### config.mk
export PLATFORM = sky130hd
export DESIGN_NAME = dup_mem_top
export DESIGN_NICKNAME = d
export VERILOG_FILES = /design/src/common/phy_types_pkg.sv /design/src/common/mem_types_pkg.sv /design/src/hdl/dup_mem_top.sv /design/src/dup_mem/row_align.sv /design/src/dup_mem/dup_mem_ctrl.sv
export VERILOG_INCLUDE_DIRS = /design/src /design/src/common
export SDC_FILE = /design/constraint.sdc
export NUM_CORES = 1
export LEC_CHECK = 0
export CAP_MARGIN = 20
export CORE_AREA = 2 2 604 606
export CTS_BUF_LIST = sky130_fd_sc_hd__clkbuf_8 sky130_fd_sc_hd__clkbuf_16
export DETAILED_ROUTE_END_ITERATION = 10
export DIE_AREA = 0 0 606 608
export DONT_BUFFER_PORTS = 1
export MAX_ROUTING_LAYER = met4
export PLACE_DENSITY = 0.3
export SYNTH_ARGS = -nofsm -noshare
export SYNTH_HDL_FRONTEND = slang
export SYNTH_HIERARCHICAL = 1
export SYNTH_SLANG_ARGS = --single-unit
export TNS_END_PERCENT = 100
### constraint.sdc
create_clock -name clk -period 3.9 [get_ports clk]
set_clock_uncertainty 0.2 [all_clocks]
set_input_delay 0.78 -clock clk [delete_from_list [all_inputs] [get_ports clk]]
set_output_delay 0.78 -clock clk [all_outputs]
set_load 0.1 [all_outputs]
### src/common/dup_mem_defs.svh
`ifndef DUP_MEM_DEFS_SVH
`define DUP_MEM_DEFS_SVH

//////////////////////////////
// logical side
//////////////////////////////

`define WIDTH      32
`define NUMADDR    1024
`define BITADDR    10

//////////////////////////////
// physical side
//////////////////////////////

`define NUMWRDS    4      // words packed into one sram row.
`define BITWRDS    2
`define NUMSROW    256
`define BITSROW    8

`define NUMRDPT    2      // one replica per read port.
`define SRAM_DELAY 2      // edges from read strobe to row out.

`define PHYWDTH    (`NUMWRDS * `WIDTH)
`define BITPADR    (`BITSROW + `BITWRDS)

`endif
### src/common/phy_types_pkg.sv
`include "dup_mem_defs.svh"

package phy_types_pkg;

  typedef logic [`BITSROW-1:0] srow_t;
  typedef logic [`PHYWDTH-1:0] phy_word_t;  // a full row, also used as bit mask.

  //////////////////////////////
  // sram ports
  //////////////////////////////

  typedef struct packed {
    logic      write;
    srow_t     addr;
    phy_word_t bw;
    phy_word_t din;
  } phy_wr_t;

  typedef struct packed {
    logic  read;
    srow_t addr;
  } phy_rd_t;

  typedef struct packed {
    logic  clr;
    srow_t row;
  } init_t;

endpackage

### src/common/mem_types_pkg.sv
`include "dup_mem_defs.svh"

package mem_types_pkg;

  typedef logic [`WIDTH-1:0]   word_t;
  typedef logic [`BITADDR-1:0] addr_t;
  typedef logic [`BITPADR-1:0] padr_t;  // row in the upper bits, slot in the lower.

  //////////////////////////////
  // requests
  //////////////////////////////

  typedef struct packed {
    logic  write;
    addr_t addr;
    word_t din;
  } wr_req_t;

  typedef struct packed {
    logic  read;
    addr_t addr;
  } rd_req_t;

  //////////////////////////////
  // responses
  //////////////////////////////

  typedef struct packed {
    logic  vld;
    word_t dout;
    padr_t padr;
  } rd_rsp_t;

endpackage

### src/hdl/dup_mem_top.sv
`include "dup_mem_defs.svh"

module dup_mem_top
  import mem_types_pkg::*, phy_types_pkg::*;
(
  input  logic                             clk,
  input  logic                             arst_n,
  input  wr_req_t [1:0]                    wr,
  input  rd_req_t [`NUMRDPT-1:0]           rd,
  output wire                              ready,
  output wire rd_rsp_t [`NUMRDPT-1:0]      rsp,
  output wire phy_wr_t [`NUMRDPT-1:0][1:0] mem_wr,
  output wire phy_rd_t [`NUMRDPT-1:0]      mem_rd,
  input  phy_word_t [`NUMRDPT-1:0]         mem_dout
);

  init_t                  init;
  wr_req_t [1:0]          wr_gated;
  rd_req_t [`NUMRDPT-1:0] rd_gated;

  //////////////////////////////
  // control
  //////////////////////////////

  dup_mem_ctrl u_dup_mem_ctrl (
    .clk      (clk),
    .arst_n   (arst_n),
    .wr       (wr),
    .rd       (rd),
    .ready    (ready),
    .init     (init),
    .wr_gated (wr_gated),
    .rd_gated (rd_gated)
  );

  //////////////////////////////
  // replicas
  //////////////////////////////

  // every replica sees both writes, but only its own read port.
  for (genvar g = 0; g < `NUMRDPT; g++) begin : g_replica
    row_align u_row_align (
      .clk      (clk),
      .arst_n   (arst_n),
      .init     (init),
      .wr       (wr_gated),
      .rd       (rd_gated[g]),
      .mem_wr   (mem_wr[g]),
      .mem_rd   (mem_rd[g]),
      .mem_dout (mem_dout[g]),
      .rsp      (rsp[g])
    );
  end

endmodule

### src/dup_mem/row_align.sv
`include "dup_mem_defs.svh"

module row_align
  import mem_types_pkg::*, phy_types_pkg::*;
(
  input  logic          clk,
  input  logic          arst_n,
  input  init_t         init,
  input  wr_req_t [1:0] wr,
  input  rd_req_t       rd,
  output phy_wr_t [1:0] mem_wr,
  output phy_rd_t       mem_rd,
  input  phy_word_t     mem_dout,
  output rd_rsp_t       rsp
);

  localparam phy_word_t WORD_MASK = phy_word_t'({`WIDTH{1'b1}});

  logic                   drop_wr0;
  logic [`BITWRDS-1:0]    wr_slot [2];

  srow_t                  rd_row;
  logic [`BITWRDS-1:0]    rd_slot;
  padr_t                  rd_padr;

  logic [`SRAM_DELAY-1:0] vld_sr;
  padr_t                  padr_sr [`SRAM_DELAY];
  logic [`BITWRDS-1:0]    ret_slot;

  logic                   rsp_vld;
  word_t                  rsp_dout;
  padr_t                  rsp_padr;

  //////////////////////////////
  // write side
  //////////////////////////////

  // port 1 wins a same-address collision.
  assign drop_wr0 = wr[0].write && wr[1].write && (wr[0].addr == wr[1].addr);

  always_comb begin
    for (int i = 0; i < 2; i++) begin
      wr_slot[i]      = wr[i].addr[`BITWRDS-1:0];
      mem_wr[i].write = wr[i].write && !((i == 0) && drop_wr0);
      mem_wr[i].addr  = wr[i].addr[`BITADDR-1:`BITWRDS];
      mem_wr[i].bw    = WORD_MASK << (wr_slot[i] * `WIDTH);
      mem_wr[i].din   = phy_word_t'(wr[i].din) << (wr_slot[i] * `WIDTH);
    end
    // Requests are held off during the sweep, so channel 0 is free to clear.
    if (init.clr) begin
      mem_wr[0] = '{write: 1'b1, addr: init.row, bw: '1, din: '0};
    end
  end

  //////////////////////////////
  // read side
  //////////////////////////////

  assign rd_row  = rd.addr[`BITADDR-1:`BITWRDS];
  assign rd_slot = rd.addr[`BITWRDS-1:0];
  assign rd_padr = {rd_row, rd_slot};

  assign mem_rd = '{read: rd.read, addr: rd_row};

  // Valid and address ride along with the sram access, one stage per edge.
  always_ff @(posedge clk or negedge arst_n) begin
    if (!arst_n) begin
      vld_sr <= '0;
    end else begin
      vld_sr[0] <= rd.read;
      for (int i = 1; i < `SRAM_DELAY; i++) begin
        vld_sr[i] <= vld_sr[i-1];
      end
    end
  end

  always_ff @(posedge clk) begin
    padr_sr[0] <= rd_padr;
    for (int i = 1; i < `SRAM_DELAY; i++) begin
      padr_sr[i] <= padr_sr[i-1];
    end
  end

  assign ret_slot = padr_sr[`SRAM_DELAY-1][`BITWRDS-1:0];

  always_ff @(posedge clk or negedge arst_n) begin
    if (!arst_n) begin
      rsp_vld <= 1'b0;
    end else begin
      rsp_vld <= vld_sr[`SRAM_DELAY-1];           // row is on mem_dout this cycle.
    end
  end

  always_ff @(posedge clk) begin
    if (vld_sr[`SRAM_DELAY-1]) begin
      rsp_dout <= mem_dout[ret_slot*`WIDTH +: `WIDTH];
      rsp_padr <= padr_sr[`SRAM_DELAY-1];
    end
  end

  assign rsp = '{vld: rsp_vld, dout: rsp_dout, padr: rsp_padr};

endmodule

### src/dup_mem/dup_mem_ctrl.sv
`include "dup_mem_defs.svh"

module dup_mem_ctrl
  import mem_types_pkg::*, phy_types_pkg::*;
(
  input  logic                   clk,
  input  logic                   arst_n,
  input  wr_req_t [1:0]          wr,
  input  rd_req_t [`NUMRDPT-1:0] rd,
  output logic                   ready,
  output init_t                  init,
  output wr_req_t [1:0]          wr_gated,
  output rd_req_t [`NUMRDPT-1:0] rd_gated
);

  typedef enum logic {
    CLEAR,
    RUN
  } state_t;

  state_t state;
  srow_t  row_cnt;

  //////////////////////////////
  // clearing sweep
  //////////////////////////////

  // The clear strobe is registered, so row 0 reaches the replicas one cycle
  // after reset is released and ready follows the last row by one cycle.
  always_ff @(posedge clk or negedge arst_n) begin
    if (!arst_n) begin
      state   <= CLEAR;
      row_cnt <= '0;
      init    <= '0;
      ready   <= 1'b0;
    end else begin
      ready <= (state == RUN);
      case (state)
        CLEAR: begin
          init.clr <= 1'b1;
          init.row <= row_cnt;
          row_cnt  <= row_cnt + 1'b1;
          if (row_cnt == srow_t'(`NUMSROW - 1)) begin
            state <= RUN;                       // last row is now on its way out.
          end
        end
        default: begin
          init <= '0;
        end
      endcase
    end
  end

  //////////////////////////////
  // request fan-out
  //////////////////////////////

  // Both writes go to every replica; each read goes only to its own.
  always_comb begin
    for (int i = 0; i < 2; i++) begin
      wr_gated[i] = ready ? wr[i] : '0;
    end
    for (int p = 0; p < `NUMRDPT; p++) begin
      rd_gated[p] = ready ? rd[p] : '0;      // nothing leaks out during the sweep.
    end
  end

endmodule

== Word-level counts from Yosys, hierarchy flattened ==
Memories as Yosys holds them, arrays and structs flattened.
Cells that the tools add are included.

* Output and inout bits: 1165
* Memories kept: 2
* Input port bits: 366
* Bits in writable memories: 40
* Flip-flop bits (word level): 109

{| class="wikitable"
|+ Memory list
! name !! depth !! width !! read ports !! clocked after memory_dff !! write ports !! line !! text
|-
| g_replica[0].u_row_align.padr_sr || 2 || 10 || 2 || 0 || 2 || row_align.sv:27 || <nowiki>padr_t padr_sr [`SRAM_DELAY];</nowiki>
|-
| g_replica[1].u_row_align.padr_sr || 2 || 10 || 2 || 0 || 2 || row_align.sv:27 ||
|}

* Add/subtract/negate cells: 1
* Shifts and indexed selects: 6
* Equality and inequality tests: 2
* Reduce and logical (&&, ||, !) cells: 4
* Multiplexer cells: 8

{| class="wikitable"
|+ Operator list
! operator !! number
|-
| $mux 265 || 1
|-
| $shiftx 128x8->32 || 2
|-
| $shl 32x7->128 || 2
|-
| $shl 32x7->128 const A || 2
|-
| $mux 43 || 2
|-
| $mux 11 || 2
|-
| $eq 10x10->1 || 1
|-
| $mux 9 || 1
|-
| $add 8x1->8 const B || 1
|-
| $eq 8x8->1 const B || 1
|-
| $logic_and 1x1->1 || 3
|-
| $mux 1 || 2
|-
| $logic_not 1->1 || 1
|}

== Logic depth before layout (Yosys ltp) ==
* Depth in word-level cells: 6
* Gate-level depth with buffers: 7
* Gate-level depth less buffers: 5

== By module ==
The synthesis kept the hierarchy.

{| class="wikitable"
|+ Modules (own cells, without submodules)
! module !! seq. area each (um^2) !! instances !! cells an instance !! area each (um^2)
|-
| row_align (g_replica[1].u_row_align) || 1736.7 || 1 || 697 || 6646.4
|-
| row_align (g_replica[0].u_row_align) || 1736.7 || 1 || 696 || 6552.5
|-
| dup_mem_ctrl || 475.5 || 1 || 168 || 1438.9
|}

== Worst setup path before layout ==
Ideal clock, no wire load.

* Kind: register to output
* Start: reg u_dup_mem_ctrl.ready
* End: out mem_wr[659] (netlist bit)
* Data arrival time: 4590 ps
* Stages on the path, launching flop included: 6
* Slack: -1670 ps
* Cell sequence: dfrtp_1 clkbuf_2 and2_1 buf_2 o21bai_1 buf_4

{| class="wikitable"
|+ RTL lines
! item !! line !! text
|-
| start, declared || dup_mem_ctrl.sv:10 || <nowiki>output logic ready,</nowiki>
|-
| start signal, assigned || dup_mem_ctrl.sv:37 || <nowiki>ready <= (state == RUN);</nowiki>
|-
| end, declared || dup_mem_top.sv:12 || <nowiki>output wire phy_wr_t [`NUMRDPT-1:0][1:0] mem_wr,</nowiki>
|}

==> run metrics <==
outcome finished, violations left; violated checks negative setup slack; unrepaired setup endpoints after global routing yes; count of cell types in the netlist 39; P&R area growth vs syn 135%; Max-Cap Viols 0; first-pass GRT wire length 192000 um; row cnt 221; Worst Hold Class reg2reg; Worst Setup End Kind output port; I/O pin count 1531; TritonCTS Buffers 17; Finished Layout Cells 6809; Post-Syn Area 0.0146 sq mm; Crit path arrival time 4110 ps; Setup CP Type reg2out; sequential area share after synthesis 27.0%; drt pass-1 iters 5; Max VDD drop 0.333 mV; leakage power 12.4 nW; total power 0.00345 W; CORE AREA 0.362 sq mm; ranking of synthesized cells by area buf_4, and2_1, edfxtp_1, mux4_2, dfxtp_1; antenna-violating nets left 0; largest net degree at the start of global routing 44; height of the die 608 um; DRC Markers 0; dominant cell by count in the synthesized netlist and2_1; CTS Sinks 149; Seq cells post-synth 149; root buffer cell clkbuf_16; fin crit period 5090 ps; cell count after synthesis 1561; CTS tree yes; setup TNS -168450 ps; final slew viol count 0; Die W 606 um; DP HPWL 136000 um; GRT Residual Overflow 0; Final #Nets 2284; Final Setup Violations 461; routed len/inst 23.5 um; cell taking the most area after synthesis buf_4; Clock Latency Late Sink 500 ps; CP startpoint kind flip-flop; syn nets 1928; achievable frequency 196 MHz; GPL Wtd Cong 0.955; vias per inst 1.87; top cell type's share of synthesized area 27.5%; Reg clk slew, reported paths 80 ps; critical-path maximum fanout 14; Power Dens Cells 100 mW/mm^2; Global Route Usage Sum 8.66%; Placed Cells 6606; clock tree buffer depth 2; overall routed net length 160000 um; top cells by count, synth and2_1, buf_4, edfxtp_1, and3_1, mux4_2; vias in the first global route 13000; Post-synth top flop edfxtp_1; initial antenna violation count 116; endpoints failing hold 0; I/O Buffers 0; syn avg cell area 9.38 sq um; period utilization 131%; final setup margin -1190 ps; Req. time, crit path 2920 ps; layout cells sized above 1 63.5%; initial DRC count 562; die area 0.368 sq mm; Initial Util 4.05%; fraction of registers with async set/reset 16.8%; Vias 12800; number of H-tree levels 4; Slew HR 23.6%; Worst-Margin Slew 1150 ps; YS warnings 6; Post-synth EDFFs 84
layout make-up:
class,count,area [sq um]
clock inverter,15,140
tap,4794,6000
inverter,3,13.8
multi-input combinational,785,6620
clock buffer,17,425
timing repair buffer,961,17000
antenna,85,213
sequential,149,3960
fill,41500,327000
cell families after synthesis:
kind of cell / Yosys count / share of synthesized area (%)
compound gates: 8 / 0.427
xor+xnor: 27 / 1.62
fa+ha+maj: 1 / 0.0855
buf+inv: 627 / 30.9
flops: 149 / 27.0
mux: 81 / 11.2
simple gates: 668 / 28.8
critical path: stages, from the launching register on:
cell and delay [ps]:
dfrtp_4 510, buf_12 160, and2_4 160, nor2b_4 200, buf_12 210, buf_16 750
buf_16 990, buf_16 320
state kept, by name, summed over array words and instances (netlist names):
register                        count
g_replica.u_row_align/padr_sr      40
g_replica.u_row_align/rsp_dout     64
g_replica.u_row_align/rsp_padr     20
u_dup_mem_ctrl/row_cnt              8
u_dup_mem_ctrl/ready                1
u_dup_mem_ctrl/state                1
u_dup_mem_ctrl/init                 9
g_replica.u_row_align/rsp_vld       2
g_replica.u_row_align/vld_sr        4
layout by cell type (no fill, tap or decap), types with 21 or more instances in the layout:
master	n
buf_12	560
and2_4	73
buf_4	237
and3_1	65
and2_2	39
buf_16	117
and2_1	446
dfrtp_1	21
mux4_2	64
buf_6	23
dfxtp_1	37
diode_2	85
edfxtp_1	84
final timing paths:
path                       slack [ps]                                      end                                     from  cells after the start
min                               120  g_replica[0].u_row_align/padr_sr[0][12]   g_replica[0].u_row_align/padr_sr[0][2]                      0
max reg2reg                      1400     g_replica[1].u_row_align/rsp_dout[7]  g_replica[1].u_row_align/padr_sr[0][10]                      2
max in group asynchronous        2670       g_replica[0].u_row_align/vld_sr[1]                                   arst_n                      2
max                             -1190                             mem_wr[1016]                     u_dup_mem_ctrl/ready                      7
min in group asynchronous         530       g_replica[1].u_row_align/vld_sr[0]                                   arst_n                      2
min reg2reg                       120  g_replica[0].u_row_align/padr_sr[0][12]   g_replica[0].u_row_align/padr_sr[0][2]                      0
metrics by stage:
stage	setup slack (ps)	cell area (sq um)	util, %	hold slack, ps
floorplan	-96.8	14700	-	110
global placement	-1060	30800	8.52	110
detailed placement	-1060	30800	8.52	112
CTS	-1300	33900	9.39	103
global route	-1270	34300	9.48	132
finish	-1190	34400	9.50	124
metal layers:
layer	up-vias	GRT usage (%)	routed length, um
met5	-	-	0
met4	0	1.88	3810
met3	177	3.32	16000
met2	914	14.1	76500
met1	6294	9.98	63600
li1	5375	-	-
report_power, final:
| part | total [W] | internal (W) | switching [W] |
|---|---|---|---|
| Sequential | 0.00165 | 0.00165 | 0 |
| Clock | 0.00171 | 0.000841 | 0.000867 |
| Combinational | 0.0000832 | 0.0000480 | 0.0000352 |
timing repair:
action | in CTS | in global routing
pin swaps | 16 | 12
gates resized for setup | 321 | 24
setup buffers | 46 | 19
setup endpoints to repair | 878 | 784
hold endpoints to repair | 25 | 0
hold buffers | 2 | 0
gates cloned | 23 | 0
No activity file was read; power rests on OpenSTA's default activity.
